`src/rv_isa_pkg.sv`:
```
// RV64I instruction-set types and encodings shared by the decode and datapath logic
package rv_isa_pkg;

  // data and address word
  typedef logic [63:0] word_t;

  // one 32-bit instruction
  typedef logic [31:0] inst_t;

  // register file index
  typedef logic [4:0] reg_idx_t;

  // major opcodes
  localparam logic [6:0] OP_IMM    = 7'b0010011;
  localparam logic [6:0] OP_REG    = 7'b0110011;
  localparam logic [6:0] OP_LUI    = 7'b0110111;
  localparam logic [6:0] OP_JAL    = 7'b1101111;
  localparam logic [6:0] OP_BRANCH = 7'b1100011;
  localparam logic [6:0] OP_SYSTEM = 7'b1110011;

  // funct3 codes
  localparam logic [2:0] F3_ADD = 3'b000;
  localparam logic [2:0] F3_XOR = 3'b100;
  localparam logic [2:0] F3_OR  = 3'b110;
  localparam logic [2:0] F3_AND = 3'b111;
  localparam logic [2:0] F3_BEQ = 3'b000;

  // funct7 for SUB, all other R-type ops use zero
  localparam logic [6:0] F7_SUB = 7'b0100000;

  // full halt encoding
  localparam inst_t INST_EBREAK = 32'h0010_0073;

  // execute stage control
  typedef enum logic {
    RUN,
    HALT
  } exe_state_t;

endpackage

```
`src/core_cfg_pkg.sv`:
```
// core configuration constants for fetch start address, buffering and bus codes
package core_cfg_pkg;

  // first fetch address after reset
  localparam rv_isa_pkg::word_t RESET_PC = 64'h0;

  // entries in the fetch to execute buffer
  localparam int BUF_DEPTH = 2;

  // if_size code for a 4-byte read
  localparam logic [1:0] BUS_SIZE_WORD = 2'b10;

  // good bus response
  localparam logic [1:0] RESP_OKAY = 2'b00;

endpackage

```
`src/stage_if.sv`:
```
// req/ack link that moves one instruction and its pc from one stage to the next
`timescale 1ns/1ps

interface stage_if;

  logic               req;
  logic               ack;
  rv_isa_pkg::word_t  pc;
  rv_isa_pkg::inst_t  inst;

  // producer side
  modport src (
    output req,
    output pc,
    output inst,
    input  ack
  );

  // consumer side
  modport dst (
    input  req,
    input  pc,
    input  inst,
    output ack
  );

endinterface

```
`src/if_stage.sv`:
```
// fetch stage issuing instruction bus reads and presenting each instruction downstream
`timescale 1ns/1ps

module if_stage (
  input  logic               clk,
  input  logic               rst_i,
  output logic               if_valid_o,
  output rv_isa_pkg::word_t  if_addr_o,
  output logic [1:0]         if_size_o,
  input  logic               if_ready_i,
  input  rv_isa_pkg::word_t  if_data_read_i,
  input  logic [1:0]         if_resp_i,
  input  logic               flush_i,
  input  rv_isa_pkg::word_t  flush_pc_i,
  output logic               fault_o,
  stage_if.src               fetch_q
);

  rv_isa_pkg::word_t pc_q;
  rv_isa_pkg::word_t addr_q;
  logic              busy_q;
  logic              discard_q;
  logic              have_q;
  logic              fault_q;
  rv_isa_pkg::inst_t inst_q;
  rv_isa_pkg::word_t inst_pc_q;

  logic              beat_done;
  logic              drop;
  logic              beat_keep;
  logic              issue;
  rv_isa_pkg::inst_t inst_half;

  assign beat_done = busy_q && if_ready_i;
  // data of a beat that straddles a redirect is stale
  assign drop      = discard_q || flush_i;
  assign beat_keep = beat_done && !drop && (if_resp_i == core_cfg_pkg::RESP_OKAY);
  assign issue     = !busy_q && !fault_q && (!have_q || flush_i);

  // doubleword bus, pick the 32-bit half by address bit 2
  assign inst_half = if_addr_o[2] ? if_data_read_i[63:32] : if_data_read_i[31:0];

  always_ff @(posedge clk) begin
    if (rst_i) begin
      pc_q      <= core_cfg_pkg::RESET_PC;
      addr_q    <= core_cfg_pkg::RESET_PC;
      busy_q    <= 1'b0;
      discard_q <= 1'b0;
      have_q    <= 1'b0;
      fault_q   <= 1'b0;
    end else begin
      if (flush_i) begin
        pc_q <= flush_pc_i;
      end else if (beat_keep) begin
        pc_q <= addr_q + 64'd4;
      end

      if (issue) begin
        busy_q <= 1'b1;
        addr_q <= flush_i ? flush_pc_i : pc_q;
      end else if (beat_done) begin
        busy_q <= 1'b0;
      end

      if (beat_done) begin
        discard_q <= 1'b0;
      end else if (flush_i && busy_q) begin
        discard_q <= 1'b1;
      end

      if (flush_i) begin
        have_q <= 1'b0;
      end else if (beat_keep) begin
        have_q <= 1'b1;
      end else if (fetch_q.req && fetch_q.ack) begin
        have_q <= 1'b0;
      end

      // sticky until reset
      if (beat_done && !drop && (if_resp_i != core_cfg_pkg::RESP_OKAY)) begin
        fault_q <= 1'b1;
      end
    end
  end

  always_ff @(posedge clk) begin
    if (beat_keep) begin
      inst_q    <= inst_half;
      inst_pc_q <= addr_q;
    end
  end

  assign if_valid_o   = busy_q;
  assign if_addr_o    = addr_q;
  assign if_size_o    = core_cfg_pkg::BUS_SIZE_WORD;
  assign fault_o      = fault_q;

  assign fetch_q.req  = have_q;
  assign fetch_q.pc   = inst_pc_q;
  assign fetch_q.inst = inst_q;

endmodule

```
`src/flat_wrapper.sv`:
```
// flat-port wrapper written by rule: the top's interface ports become plain ports
module if_stage_flat 
  (clk, rst_i, if_valid_o, if_addr_o, if_size_o, if_ready_i, if_data_read_i, if_resp_i, flush_i, flush_pc_i, fault_o, fetch_q_req, fetch_q_pc, fetch_q_inst, fetch_q_ack);
  stage_if fetch_q_i ();
  input  logic clk;
  input  logic rst_i;
  output logic if_valid_o;
  output rv_isa_pkg::word_t if_addr_o;
  output logic [1:0] if_size_o;
  input  logic if_ready_i;
  input  rv_isa_pkg::word_t if_data_read_i;
  input  logic [1:0] if_resp_i;
  input  logic flush_i;
  input  rv_isa_pkg::word_t flush_pc_i;
  output logic fault_o;
  output wire logic [$bits(fetch_q_i.req)-1:0] fetch_q_req;
  output wire logic [$bits(fetch_q_i.pc)-1:0] fetch_q_pc;
  output wire logic [$bits(fetch_q_i.inst)-1:0] fetch_q_inst;
  input wire logic [$bits(fetch_q_i.ack)-1:0] fetch_q_ack;
  assign fetch_q_req = fetch_q_i.req;
  assign fetch_q_pc = fetch_q_i.pc;
  assign fetch_q_inst = fetch_q_i.inst;
  assign fetch_q_i.ack = fetch_q_ack;
  if_stage u_core (.clk(clk), .rst_i(rst_i), .if_valid_o(if_valid_o), .if_addr_o(if_addr_o), .if_size_o(if_size_o), .if_ready_i(if_ready_i), .if_data_read_i(if_data_read_i), .if_resp_i(if_resp_i), .flush_i(flush_i), .flush_pc_i(flush_pc_i), .fault_o(fault_o), .fetch_q(fetch_q_i));
endmodule
```
`config.mk`:
```
export PLATFORM = sky130hd
export DESIGN_NAME = if_stage_flat
export DESIGN_NICKNAME = d
export VERILOG_FILES = /design/src/rv_isa_pkg.sv /design/src/core_cfg_pkg.sv /design/src/stage_if.sv /design/src/if_stage.sv /design/src/flat_wrapper.sv
export SDC_FILE = /design/constraint.sdc
export NUM_CORES = 1
export LEC_CHECK = 0
export ABC_CLOCK_PERIOD_IN_PS = 5300
export BUFFER_PORTS_ARGS = -buffer_cell sky130_fd_sc_hd__buf_2
export CORE_ASPECT_RATIO = 1.4
export CORE_MARGIN = 8
export CORE_UTILIZATION = 30
export CTS_CLUSTER_SIZE = 25
export DETAILED_ROUTE_END_ITERATION = 10
export GPL_ROUTABILITY_DRIVEN = 0
export PLACE_DENSITY = 0.53
export SYNTH_ARGS = -nofsm -noshare
export SYNTH_HDL_FRONTEND = slang
export SYNTH_SLANG_ARGS = --single-unit
```
`constraint.sdc`:
```
create_clock -name clk -period 5.3 [get_ports clk]
set_clock_uncertainty 0.15 [all_clocks]
set_input_delay 1.06 -clock clk [delete_from_list [all_inputs] [get_ports clk]]
set_output_delay 1.06 -clock clk [all_outputs]
set_load 0.1 [all_outputs]
```
==> reports/metrics.csv <==
metric;value;unit
FF-to-FF Start;u_core.if_addr_o[4];
syn nets;1011;
total CTS buffers;25;
highest routed layer;met5;
clk_lat worst skew;0.52;ns
drt first pass iters;4;
Wirelength per Cell;18.86;microns
WL met2;15.40;mm
Final Hold Fails;0;
Synth async-reset ratio;0;
CTS Sinks;228;
Detail Placement HPWL;21.14;mm
grt total ovfl;0;
clk root buf;clkbuf_16;
CTS resizes;0;
Min-Delay Endpoint;u_core.pc_q[3];
Antenna Nets Post-Route;0;
DR vias;7787;
register-to-register setup slack;2.57;ns
# DRC;0;
Synth cell types;55;
Max Root-Sink Buffers;3;
Worst Path Class, Setup;flop to primary output;
final setup violation count;0;
Avg Cell Area, Syn;11.28;sq um
H-tree depth;1;
Die Y;230.6;microns
Via-to-Cell Ratio;4.861;
Hold Buf Count CTS;0;
Req. time, crit path;4.09;ns
Reg2Reg Capture Point;u_core.pc_q[61];
Starting Density;0.3046;
Post-DP Area;11740;sq um
Hold Path Origin;u_core.pc_q[3];
synthesized instance count;875;
DRT iter0 DRCs;376;
synthesized cell area;9871;sq um
Setup Fix Bufs, Post-CTS;0;
Hold Slack;0.3039;ns
num ports;300;
most common cell after layout, fill and taps aside;buf_2;
Port Buf Inserts;297;
die area;39040;sq um
Hold WC Path Type;flop to flop;
Std-Cell Rows;78;
Critical Path Fanout Max;36;
Leakage Power;5.211;nW
largest net degree at the start of global routing;130;
hold depth;2;
measured slew at the worst slew-check pin;1.028;ns
Slew Limit Fails;0;
Non-Filler Instances;1602;
PwrDens;387.2;nW/um^2
Core Util, Final;0.3903;
status;finished clean;
final worst path period share;0.5791;
dominant synthesized flop cell;dfxtp_1;
placed cell count;1556;
final instance area;12650;sq um
DP Worst Slack;1.777;ns
crit start category;flop;
final worst slack;2.231;ns
first-pass GRT wire length;45.60;mm
Max-Cap Viols;0;
layout cells sized above 1;0.3454;
Core Box Area;32400;sq um
R2R depth;6;
Max Freq;325.8;MHz
Arrival @ worst endpoint;1.86;ns
Overall Global Routing Usage;0.1464;
RSZ-0062 raised after global routing;false;
vias in the first global route;7740;
WL met3;2.246;mm
VDD IR max;209.4;uV
crit path time final;3.069;ns
most frequent cells in the layout;buf_2, dfxtp_1, edfxtp_1;
Post-synth EDFFs;96;
clock transition at the registers of the reported paths;0.06;ns
Die W;169.3;microns
fin nets;1279;
crit end category;primary output;
normalized max-slew margin;0.3149;
TritonCTS clock tree;yes;
Total Power;4.897;mW
Yosys reg bits;228;
Warnings, synthesis;0;
final wirelength;30.21;mm
M1 WL;12.00;mm
initial antenna violation count;2;
setup TNS;0;ns
fill count;3243;
synthesis-to-layout area growth;28.12;%
register area share after synthesis;0.5598;
[metal layers]
layer | GRT usage | vias to the layer above
met5 | 0 | -
met3 | 0.03621 | 36
met2 | 0.2636 | 256
li1 | - | 3793
met4 | 0.04436 | 2
met1 | 0.1674 | 3700
[worst max-delay path, cell delays in order (launching register included)]
cell,delay [ns]
dfxtp_2,0.39
buf_4,0.42
buf_2,0.52
[cell usage after synthesis, types with 2 or more instances]
cell	n	area [sq um]
conb_1	2	7.510
nand2b_1	2	12.51
o22ai_1	6	37.54
o21ai_1	2	10.01
inv_1	6	22.52
buf_1	7	26.28
nor2_1	91	341.6
and3_1	13	81.33
nand4_1	22	137.6
xnor2_1	24	210.2
mux2i_1	61	610.6
xor2_1	29	254.0
buf_2	10	50.05
buf_4	3	22.52
a21o_1	25	187.7
o21ai_0	3	15.01
dfxtp_1	132	2643
nor3_1	8	40.04
nand2_1	36	135.1
nor4_1	6	37.54
and4_4	2	22.52
o211ai_1	2	15.01
a22oi_1	14	105.1
nor3_2	2	20.02
clkbuf_1	43	161.4
nand3_1	20	100.1
a21oi_1	42	210.2
and2_1	11	68.82
nor4_4	3	63.81
mux2_2	32	360.4
or4_4	3	33.78
o31a_1	3	26.28
a311oi_1	3	26.28
nand2_4	2	22.52
edfxtp_1	96	2883
a211oi_1	80	600.6
nor3b_1	2	15.01
and4_1	10	87.58
[layout make-up]
class                           instances  area (sq um)  share of cell area
Inverter                                6         27.53            0.002177
Sequential cell                       228          5527              0.4370
Clock inverter                         17         269.0             0.02127
Tap cell                              440         550.5             0.04353
Timing Repair Buffer                  305          1564              0.1237
Multi-Input combinational cell        577          4069              0.3218
Antenna cell                            1         2.502           0.0001979
Clock buffer                           28         636.9             0.05036
[worst max path at each step]
stage,startpoint,end,cells after the start,slack (ns)
2_1_floorplan,u_core.if_valid_o,u_core.fetch_q.inst[0],6,0.12
3_3_place_gp,flush_i,u_core.pc_q[2],7,1.81
5_1_grt,flush_i,u_core.pc_q[62],7,2.10
3_5_place_dp,flush_i,u_core.pc_q[6],7,1.78
6_report,u_core.if_addr_o[2],if_addr_o[2],2,2.23
4_1_cts,u_core.if_addr_o[2],if_addr_o[2],2,2.18
[report_power, final]
part           total, mW  switching (mW)  internal [mW]
Clock               1.93           0.722           1.21
Combinational      0.905           0.683          0.221
Sequential          2.06           0.124           1.94
[cell families after synthesis]
group	after synthesis	synth area share
mux	93	0.09837
xor+xnor	53	0.04703
other cells	2	0.0007608
buf+inv	70	0.02979
simple gates	243	0.1339
flops	228	0.5598
fa+ha+maj	1	0.001267
compound gates	185	0.1292
[state kept, by name, summed over array words and instances, names as in the netlist]
| name | flops |
|---|---|
| u_core.discard_q | 1 |
| u_core.fault_o | 1 |
| u_core.fetch_q.inst | 32 |
| u_core.fetch_q.pc | 64 |
| u_core.fetch_q.req | 1 |
| u_core.if_addr_o | 64 |
| u_core.if_valid_o | 1 |
| u_core.pc_q | 64 |
Note: power is estimated with default switching activity, not from simulation.
