File: src/rv_isa_pkg.sv
// RV64I instruction-set types and encodings shared by the decode and datapath logic
package rv_isa_pkg;

  // data and address word
  typedef logic [63:0] word_t;

  // one 32-bit instruction
  typedef logic [31:0] inst_t;

  // register file index
  typedef logic [4:0] reg_idx_t;

  // major opcodes
  localparam logic [6:0] OP_IMM    = 7'b0010011;
  localparam logic [6:0] OP_REG    = 7'b0110011;
  localparam logic [6:0] OP_LUI    = 7'b0110111;
  localparam logic [6:0] OP_JAL    = 7'b1101111;
  localparam logic [6:0] OP_BRANCH = 7'b1100011;
  localparam logic [6:0] OP_SYSTEM = 7'b1110011;

  // funct3 codes
  localparam logic [2:0] F3_ADD = 3'b000;
  localparam logic [2:0] F3_XOR = 3'b100;
  localparam logic [2:0] F3_OR  = 3'b110;
  localparam logic [2:0] F3_AND = 3'b111;
  localparam logic [2:0] F3_BEQ = 3'b000;

  // funct7 for SUB, all other R-type ops use zero
  localparam logic [6:0] F7_SUB = 7'b0100000;

  // full halt encoding
  localparam inst_t INST_EBREAK = 32'h0010_0073;

  // execute stage control
  typedef enum logic {
    RUN,
    HALT
  } exe_state_t;

endpackage

File: src/core_cfg_pkg.sv
// core configuration constants for fetch start address, buffering and bus codes
package core_cfg_pkg;

  // first fetch address after reset
  localparam rv_isa_pkg::word_t RESET_PC = 64'h0;

  // entries in the fetch to execute buffer
  localparam int BUF_DEPTH = 2;

  // if_size code for a 4-byte read
  localparam logic [1:0] BUS_SIZE_WORD = 2'b10;

  // good bus response
  localparam logic [1:0] RESP_OKAY = 2'b00;

endpackage

File: src/stage_if.sv
// req/ack link that moves one instruction and its pc from one stage to the next
`timescale 1ns/1ps

interface stage_if;

  logic               req;
  logic               ack;
  rv_isa_pkg::word_t  pc;
  rv_isa_pkg::inst_t  inst;

  // producer side
  modport src (
    output req,
    output pc,
    output inst,
    input  ack
  );

  // consumer side
  modport dst (
    input  req,
    input  pc,
    input  inst,
    output ack
  );

endinterface

File: src/inst_buffer.sv
// small FIFO of fetched instructions between fetch and execute, emptied on a flush
`timescale 1ns/1ps

module inst_buffer (
  input  logic  clk,
  input  logic  rst_i,
  input  logic  flush_i,
  stage_if.dst  fetch_q,
  stage_if.src  exe_q
);

  rv_isa_pkg::word_t pc_mem   [core_cfg_pkg::BUF_DEPTH];
  rv_isa_pkg::inst_t inst_mem [core_cfg_pkg::BUF_DEPTH];

  logic [$clog2(core_cfg_pkg::BUF_DEPTH)-1:0]   wr_ptr_q;
  logic [$clog2(core_cfg_pkg::BUF_DEPTH)-1:0]   rd_ptr_q;
  logic [$clog2(core_cfg_pkg::BUF_DEPTH+1)-1:0] count_q;

  logic push;
  logic pop;

  assign fetch_q.ack = (count_q < core_cfg_pkg::BUF_DEPTH);
  assign exe_q.req   = (count_q != '0);

  // entries arriving during a flush are stale
  assign push = fetch_q.req && fetch_q.ack && !flush_i;
  assign pop  = exe_q.req && exe_q.ack;

  always_ff @(posedge clk) begin
    if (rst_i || flush_i) begin
      wr_ptr_q <= '0;
      rd_ptr_q <= '0;
      count_q  <= '0;
    end else begin
      if (push) begin
        wr_ptr_q <= (wr_ptr_q == core_cfg_pkg::BUF_DEPTH - 1) ? '0 : wr_ptr_q + 1'b1;
      end
      if (pop) begin
        rd_ptr_q <= (rd_ptr_q == core_cfg_pkg::BUF_DEPTH - 1) ? '0 : rd_ptr_q + 1'b1;
      end
      if (push && !pop) begin
        count_q <= count_q + 1'b1;
      end else if (pop && !push) begin
        count_q <= count_q - 1'b1;
      end
    end
  end

  always_ff @(posedge clk) begin
    if (push) begin
      pc_mem[wr_ptr_q]   <= fetch_q.pc;
      inst_mem[wr_ptr_q] <= fetch_q.inst;
    end
  end

  // oldest entry
  assign exe_q.pc   = pc_mem[rd_ptr_q];
  assign exe_q.inst = inst_mem[rd_ptr_q];

endmodule

File: src/flat_wrapper.sv
// flat-port wrapper written by rule: the top's interface ports become plain ports
module inst_buffer_flat 
  (clk, rst_i, flush_i, fetch_q_req, fetch_q_pc, fetch_q_inst, fetch_q_ack, exe_q_req, exe_q_pc, exe_q_inst, exe_q_ack);
  stage_if fetch_q_i ();
  stage_if exe_q_i ();
  input  logic clk;
  input  logic rst_i;
  input  logic flush_i;
  input wire logic [$bits(fetch_q_i.req)-1:0] fetch_q_req;
  input wire logic [$bits(fetch_q_i.pc)-1:0] fetch_q_pc;
  input wire logic [$bits(fetch_q_i.inst)-1:0] fetch_q_inst;
  output wire logic [$bits(fetch_q_i.ack)-1:0] fetch_q_ack;
  output wire logic [$bits(exe_q_i.req)-1:0] exe_q_req;
  output wire logic [$bits(exe_q_i.pc)-1:0] exe_q_pc;
  output wire logic [$bits(exe_q_i.inst)-1:0] exe_q_inst;
  input wire logic [$bits(exe_q_i.ack)-1:0] exe_q_ack;
  assign fetch_q_i.req = fetch_q_req;
  assign fetch_q_i.pc = fetch_q_pc;
  assign fetch_q_i.inst = fetch_q_inst;
  assign fetch_q_ack = fetch_q_i.ack;
  assign exe_q_req = exe_q_i.req;
  assign exe_q_pc = exe_q_i.pc;
  assign exe_q_inst = exe_q_i.inst;
  assign exe_q_i.ack = exe_q_ack;
  inst_buffer u_core (.clk(clk), .rst_i(rst_i), .flush_i(flush_i), .fetch_q(fetch_q_i), .exe_q(exe_q_i));
endmodule
File: config.mk
export PLATFORM = sky130hd
export DESIGN_NAME = inst_buffer_flat
export DESIGN_NICKNAME = d
export VERILOG_FILES = /design/src/rv_isa_pkg.sv /design/src/core_cfg_pkg.sv /design/src/stage_if.sv /design/src/inst_buffer.sv /design/src/flat_wrapper.sv
export SDC_FILE = /design/constraint.sdc
export NUM_CORES = 1
export LEC_CHECK = 0
export BUFFER_PORTS_ARGS = -buffer_cell sky130_fd_sc_hd__buf_2
export CAP_MARGIN = 15
export CELL_PAD_IN_SITES_DETAIL_PLACEMENT = 1
export CELL_PAD_IN_SITES_GLOBAL_PLACEMENT = 2
export CORE_UTILIZATION = 30
export CTS_CLUSTER_DIAMETER = 50
export DETAILED_ROUTE_END_ITERATION = 10
export HOLD_SLACK_MARGIN = 0.15
export PLACE_DENSITY_LB_ADDON = 0.15
export SLEW_MARGIN = 15
export SYNTH_ARGS = -nofsm -noshare
export SYNTH_HDL_FRONTEND = slang
export SYNTH_SLANG_ARGS = --single-unit
File: constraint.sdc
create_clock -name clk -period 7.3 [get_ports clk]
set_input_delay 0.365 -clock clk [delete_from_list [all_inputs] [get_ports clk]]
set_output_delay 0.365 -clock clk [all_outputs]
set_load 0.01 [all_outputs]
==> summary.txt, run 1 <==
Hold path
  • Hold Crit Depth: 2
  • Hold WC Path Type: in2reg
  • Worst Min Path Start: flush_i
  • Worst Hold End: u_core.count_q[1]

Logic synthesis
  • Yosys top cell by area: edfxtp_1
  • Top post-synthesis cells by area: edfxtp_1 (80%), mux2_2 (15%), dfxtp_1 (1.4%)
  • Sequential fraction of the synthesis area: 0.819
  • Yosys Warn Count: 0
  • Primary FF master, synth: edfxtp_1
  • Post-synth EDFFs: 192
  • Mapped Cells: about 320
  • Share of Yosys cell area claimed by the top area cell type: 0.805
  • #FFs+latches synth: just under 200
  • Most numerous cell in the Yosys netlist: edfxtp_1
  • Net count after synthesis: roughly 430
  • Post-synth ARST share: 0
  • Mapped Avg Cell Area: between 20 and 25 sq um
  • Cell area after synthesis: 7160 sq um
  • Synth cell count leaders: edfxtp_1 (192), mux2_2 (93), buf_2 (6)
  • Synth unique cells: 17

STA
  • Slew Limit Fails: 0
  • Final worst path period share: 0.405
  • RSZ-0062 raised after global routing: no
  • Hold Vio Cnt, Final: 0
  • Worst-margin pin slew: 0.979 ns
  • Fin Clk Skew: around 0.011 ns
  • Setup_tns: 0 ns
  • Min Tclk post-route: between 2 and 3 ns
  • Highest clock rate: 0.338 GHz
  • Relative slew slack: 0.346
  • Setup Viol. Count Final: 0

Final layout
  • Post-layout util: 0.430
  • Synthesis-to-finish area growth: 40.7%
  • Ant diodes: 0
  • Final #Nets: 731
  • Share of post-route cells with drive strength above 1: 0.511
  • Design area: slightly above 10,000 sq um

Placed design
  • GP Congestion: ~0.73
  • Hpwl dp: between 9 and 10 mm
  • Area post-placement: approximately 8500 sq um
  • IO buf count: between 150 and 200

Worst setup path
  • Worst Setup End Kind: flip-flop
  • R2r worst-path depth: 4
  • Reg2Reg Launch Point: u_core.count_q[1]
  • Crit start category: flip-flop
  • Critical Path AT: ~3.0 ns
  • Critical path required time: about 7.4 ns
  • Setup slack, reg-to-reg: about 4.3 ns
  • WS Path Type: reg2reg
  • RR Endpoint: u_core.pc_mem[0][4]
  • Crit-path max FO: between 60 and 70

Clocking
  • Clock Latency Late Sink: around 0.43 ns
  • Resized cells post-CTS: 0
  • CTS root buf: clkbuf_16
  • Sink Count: 197
  • Clk buf depth: 2
  • TritonCTS Buffers: 17
  • CTS tree: yes
  • # Post-CTS Setup Buffers: 0
  • H-tree Lvls: 4
  • Worst-path clk slew: approximately 0.070 ns

Global routing
  • Remaining global-route overflow: 0
  • First-pass GRT wire length: 23.7 mm
  • Global Route Usage Sum: 0.132
  • Largest net degree at the start of global routing: 66
  • Initial antenna violation count: 0
  • Vias in the first global route: roughly 4,300

Route
  • Via density per instance: 4.17
  • Starting DRT DRC Count: 136
  • Routed wire length: between 15 and 20 mm
  • Detail Route Antenna Nets: 0
  • Wire per inst: 16.4 um
  • Via count: 4,005
  • Pre-Repair DR Iteration Count: 4
  • # DRC: 0

Run
  • Max_cap viols: 0

Outcome
  • Status: complete, no violations

Power and ir drop
  • Leakage: around 3.7 nW
  • Pwr/cell area: 244 nW/um^2
  • Max VDD drop: between 0.0001 and 0.00015 V

Floorplan
  • Height of the die: about 160 um
  • Cell row count: 56
  • IO Count: between 150 and 200
  • Starting utilization of the core area: 0.305
  • Total die area: between 20,000 and 25,000 sq um
  • CORE AREA: 23,500 sq um
  • Die X: roughly 160 um
## cell usage in the layout, fill, tap and decap left out, drive strengths merged, types with 4 or more instances in the layout
cell         count
nor3             4
inv              6
dfxtp            5
edfxtp         192
clkbuf          20
mux2            96
dlygate4sd3     97
buf            201
## worst max-delay path, stage by stage, from the launching register on
cell and delay [ns]:
dfxtp_1 0.35, nor2b_1 0.19, nor2b_1 0.25, nor2b_4 0.84
buf_4 0.85
## routing by layer
layer  routed length [um]  share of wire  track usage
met1                 6790           0.43        0.158
met2                 7620           0.48        0.218
met3                 1150          0.073       0.0507
met4                  158          0.010       0.0420
met5                    0              0            0
## how the worst max path moves through the flow
stage                       from               endpoint  slack (ns)
2_1_floorplan        fetch_q_req  u_core.inst_mem[0][0]        1.76
3_3_place_gp         fetch_q_req    u_core.pc_mem[0][3]        4.23
3_5_place_dp         fetch_q_req    u_core.pc_mem[0][0]        4.11
4_1_cts        u_core.count_q[1]   u_core.pc_mem[0][25]        4.20
5_1_grt        u_core.count_q[1]   u_core.pc_mem[0][18]        4.00
6_report       u_core.count_q[1]    u_core.pc_mem[0][4]        4.34
## power breakdown
part | total, mW | internal [mW] | switching, mW
Sequential | 1.29 | 1.28 | 0.0105
Clock | 0.975 | 0.549 | 0.427
Combinational | 0.189 | 0.102 | 0.0872
## area by class of cell
cell class	instances	area [sq um]
clock buffer	20	437
clock inverter	12	170
fill	2346	13400
inverter	1	3.75
multi-input combinational	114	1220
sequential	197	5870
tap	319	399
timing repair buffer	298	1980
## registers in the layout (all words and copies together), names as in the netlist, named ones only
register and count:
u_core.count_q 2, u_core.inst_mem 64, u_core.pc_mem 128, u_core.rd_ptr_q 1, u_core.wr_ptr_q 1
## stage by stage
stage	total power [mW]	instances	hold slack [ns]	setup slack, ns
final	2.46	961	0.185	4.34
after global routing	2.55	961	0.165	4.00
after CTS	2.50	961	0.155	4.20
after detailed placement	1.47	832	0.557	4.11
after global placement	1.46	832	0.542	4.23
after floorplan	1.39	323	0.430	1.76
## cell families (layout without fill, tap and decap cells)
group | count (synthesis) | after routing | synth area share
buffers and inverters | 12 | 331 | 0.0126
and+or+nand+nor | 10 | 10 | 0.00804
muxes | 96 | 96 | 0.151
xor gates and xnor gates | 4 | 4 | 0.00489
adders and majority gates | 1 | 1 | 0.00175
DFF | 197 | 197 | 0.819
AOI/OAI and AO/OA | 3 | 3 | 0.00314
## what timing repair did
item / CTS / global route
endpoints found under the setup margin: 0 / 0
endpoints found under the hold margin: 194 / 0
hold buffers: 97 / 0
Note: power is estimated with default switching activity, not from simulation.
==> inputs of run 2 (changes only) <==
--- a/config.mk
+++ b/config.mk
@@ -5,6 +5,7 @@
 export SDC_FILE = /design/constraint.sdc
 export NUM_CORES = 1
 export LEC_CHECK = 0
+export ABC_AREA = 1
 export BUFFER_PORTS_ARGS = -buffer_cell sky130_fd_sc_hd__buf_2
 export CAP_MARGIN = 15
 export CELL_PAD_IN_SITES_DETAIL_PLACEMENT = 1
==> constraint.sdc (replaced) <==
create_clock -name clk -period 3.1 [get_ports clk]
set_input_delay 0.155 -clock clk [delete_from_list [all_inputs] [get_ports clk]]
set_output_delay 0.155 -clock clk [all_outputs]
set_load 0.01 [all_outputs]
==> run 2 against run 1 <==
Die area up 2.9%. Via count up 2.7%. Clock power up 120%. Combinational power up 140%. Largest cell class unchanged. Largest power group unchanged.
==> summary.txt, run 2 <==
Worst setup path
  • Worst Setup End Kind: output pin
  • WS Path Type: reg2out
  • R2r worst-path depth: 4 (unchanged)
  • RR Endpoint: u_core.pc_mem[0][55]
  • Critical path required time: 2.94 ns (-4.41 ns)
  • Reg2Reg Launch Point: u_core.count_q[1]
  • Critical Path AT: 2.10 ns (-0.91 ns)
  • Setup slack, reg-to-reg: 1.29 ns (-3.05 ns)
  • Crit start category: flip-flop
  • Crit-path max FO: 39 (-40%)

STA
  • RSZ-0062 raised after global routing: no
  • Final worst path period share: 0.727
  • Worst hold margin: 0.280 ns (+0.0941 ns)
  • Setup Viol. Count Final: 0 (unchanged)
  • Post-route worst setup slack: 0.845 ns (-3.50 ns)
  • Hold Vio Cnt, Final: 0 (unchanged)
  • Fin Clk Skew: 0.0111 ns (+0.000309 ns)
  • Relative slew slack: 0.530 (+0.184)
  • Slew Limit Fails: 0 (unchanged)
  • Highest clock rate: 0.444 GHz
  • Setup_tns: 0 ns (unchanged)
  • Worst-margin pin slew: 0.705 ns (-0.273 ns)
  • Min Tclk post-route: 2.25 ns

Route
  • Via count: 4,115 (+2.7%)
  • Pre-Repair DR Iteration Count: 4 (unchanged)
  • Via density per instance: 4.17 (+0.14%)
  • # DRC: 0 (unchanged)
  • Starting DRT DRC Count: 191 (+40%)
  • Routed wire length: 15.3 mm (-2.5%)
  • Detail Route Antenna Nets: 0 (unchanged)
  • Wire per inst: 15.5 um (-5.0%)

Power and ir drop
  • Leakage: 3.88 nW (+5.2%)
  • Max VDD drop: 0.000307 V (+140%)
  • Pwr/cell area: 549 nW/um^2 (+130%)

Floorplan
  • CORE AREA: 24,200 sq um (+3.0%)
  • Total die area: 25,200 sq um (+2.9%)
  • Starting utilization of the core area: 0.305 (about the same)
  • IO Count: 199 (unchanged)
  • Height of the die: 159 um (+1.4%)
  • Cell row count: 57 (+1.8%)
  • Die X: 159 um (+1.4%)

Global routing
  • Global Route Usage Sum: 0.127 (-0.00475)
  • First-pass GRT wire length: 24.2 mm (+2.4%)
  • Largest net degree at the start of global routing: 50 (-24%)
  • Vias in the first global route: 4,511 (+4.2%)
  • Remaining global-route overflow: 0 (unchanged)
  • Initial antenna violation count: 0 (unchanged)

Clocking
  • CTS root buf: clkbuf_16
  • Worst-path clk slew: 0.07 ns (about the same)
  • Clock Latency Late Sink: 0.43 ns (about the same)
  • CTS tree: yes
  • # Post-CTS Setup Buffers: 0 (unchanged)
  • H-tree Lvls: 4 (unchanged)
  • TritonCTS Buffers: 17 (unchanged)
  • Sink Count: 197 (unchanged)
  • Clk buf depth: 2 (unchanged)

Logic synthesis
  • Post-synth ARST share: 0 (unchanged)
  • Share of Yosys cell area claimed by the top area cell type: 0.782 (-0.0227)
  • Mapped Avg Cell Area: 21.9 sq um (-1.4%)
  • Post-synth EDFFs: 192 (unchanged)
  • Top post-synthesis cells by area: edfxtp_1 (78%), mux2_2 (8.6%), mux2_4 (8.1%)
  • Synth unique cells: 16 (-1)
  • Yosys Warn Count: 0 (unchanged)
  • Yosys top cell by area: edfxtp_1
  • Most numerous cell in the Yosys netlist: edfxtp_1
  • Mapped Cells: 337 (+4.3%)
  • Cell area after synthesis: 7370 sq um (+2.9%)
  • Synth cell count leaders: edfxtp_1 (192), mux2_2 (56), mux2_4 (40)
  • Primary FF master, synth: edfxtp_1
  • #FFs+latches synth: 197 (unchanged)
  • Sequential fraction of the synthesis area: 0.796 (-0.0231)
  • Net count after synthesis: 439 (+3.3%)

Placed design
  • Hpwl dp: 9.77 mm (+0.10%)
  • IO buf count: 198 (unchanged)
  • Worst slack at placement: 1.25 ns (-2.86 ns)
  • GP Congestion: 0.682 (-7.2%)

Outcome
  • Status: complete, no violations

Hold path
  • Worst Hold End: u_core.wr_ptr_q
  • Worst Min Path Start: fetch_q_req
  • Hold WC Path Type: in2reg
  • Hold Crit Depth: 5 (+3)

Final layout
  • Synthesis-to-finish area growth: 39.9%
  • Most frequent cells in the layout: buf_2 (198), edfxtp_1 (192), dlygate4sd3_1 (99), mux2_2 (56), mux2_4 (40)
  • Most common cell after layout, fill and taps aside: buf_2
  • Final #Nets: 750 (+2.6%)
  • Top flop regs: u_core.pc_mem x128, u_core.inst_mem x64, u_core.count_q x2
  • Share of post-route cells with drive strength above 1: 0.505 (-0.00561)
  • Number of flip-flops in the largest register: 128 (unchanged)
  • Biggest register: u_core.pc_mem
  • Layout fillers: 2,417 (+3.0%)

Run
  • Max_cap viols: 0 (unchanged)
-- run 2: cell types whose count changed in the layout (fill, tap and decap cells not counted), moves of 4 or more --
cell	previous run	this run
inv_1	1	8
mux2_2	93	56
mux2_4	0	40
nand2_1	0	11
nor2_1	0	5
nor3_1	4	0
-- run 2: how the worst max path moves through the flow --
stage	end	slack, ns	depth (start not counted)
6_report	exe_q_inst[6]	0.85	3
5_1_grt	exe_q_inst[10]	0.73	3
4_1_cts	exe_q_pc[0]	0.77	3
3_5_place_dp	exe_q_pc[0]	1.25	3
3_3_place_gp	exe_q_pc[0]	1.25	3
2_1_floorplan	u_core.inst_mem[1][0]	-0.46	3
-- run 2: area by class of cell --
| cell class | count | area, sq um | share of cell area |
|---|---|---|---|
| well taps | 324 | 405 | 0.0393 |
| clock inverters | 15 | 169 | 0.0164 |
| flip-flops and latches | 197 | 5870 | 0.569 |
| multi-input cells | 121 | 1360 | 0.132 |
| inverters | 8 | 30.0 | 0.00291 |
| clock buffers | 17 | 425 | 0.0412 |
| diodes | 1 | 2.50 | 0.000243 |
| repair buffers | 303 | 2050 | 0.199 |
-- run 2: power breakdown --
group	total (mW)	internal (mW)	switching (mW)	leakage [nW]
clock	2.18	1.15	1.04	0.284
sequential	3.03	3.01	0.0228	1.80
combinational	0.454	0.254	0.200	1.79
-- run 2: metrics by stage --
step           std cells  cell area (sq um)  power [mW]   util
6_report             986              10300        5.67  0.427
5_1_grt              985              10300        5.87  0.426
4_1_cts              985              10300        5.75  0.426
3_5_place_dp         854               8730        3.45  0.361
3_3_place_gp         854               8730        3.44  0.361
2_1_floorplan        337               7380        3.27      -
-- run 2: critical path, cell delays in order (launching register included) --
cell and delay (ns):
dfxtp_4 0.78, buf_12 0.31, mux2_2 0.37, buf_2 0.14
-- run 2: cell families after synthesis --
| family | Yosys count | share of synthesized area |
|---|---|---|
| AOI/OAI and AO/OA | 2 | 0.00170 |
| muxes | 96 | 0.167 |
| buffers and inverters | 19 | 0.0219 |
| and+or+nand+nor | 22 | 0.0121 |
| DFF | 197 | 0.796 |
| adders and majority gates | 1 | 0.00170 |
-- run 2: timing repair --
item | in CTS | in global routing
hold buffers | 99 | 0
gates resized for setup | 0 | 0
endpoints found under the hold margin | 197 | 0
-- run 2: per-layer routing --
metal / GRT usage / routed length (um) / vias to the layer above
li1: - / - / 1935
met4: 0.0516 / 235 / 0
met5: 0 / 0 / -
met1: 0.151 / 6440 / 2041
met3: 0.0358 / 901 / 15
met2: 0.217 / 7750 / 124
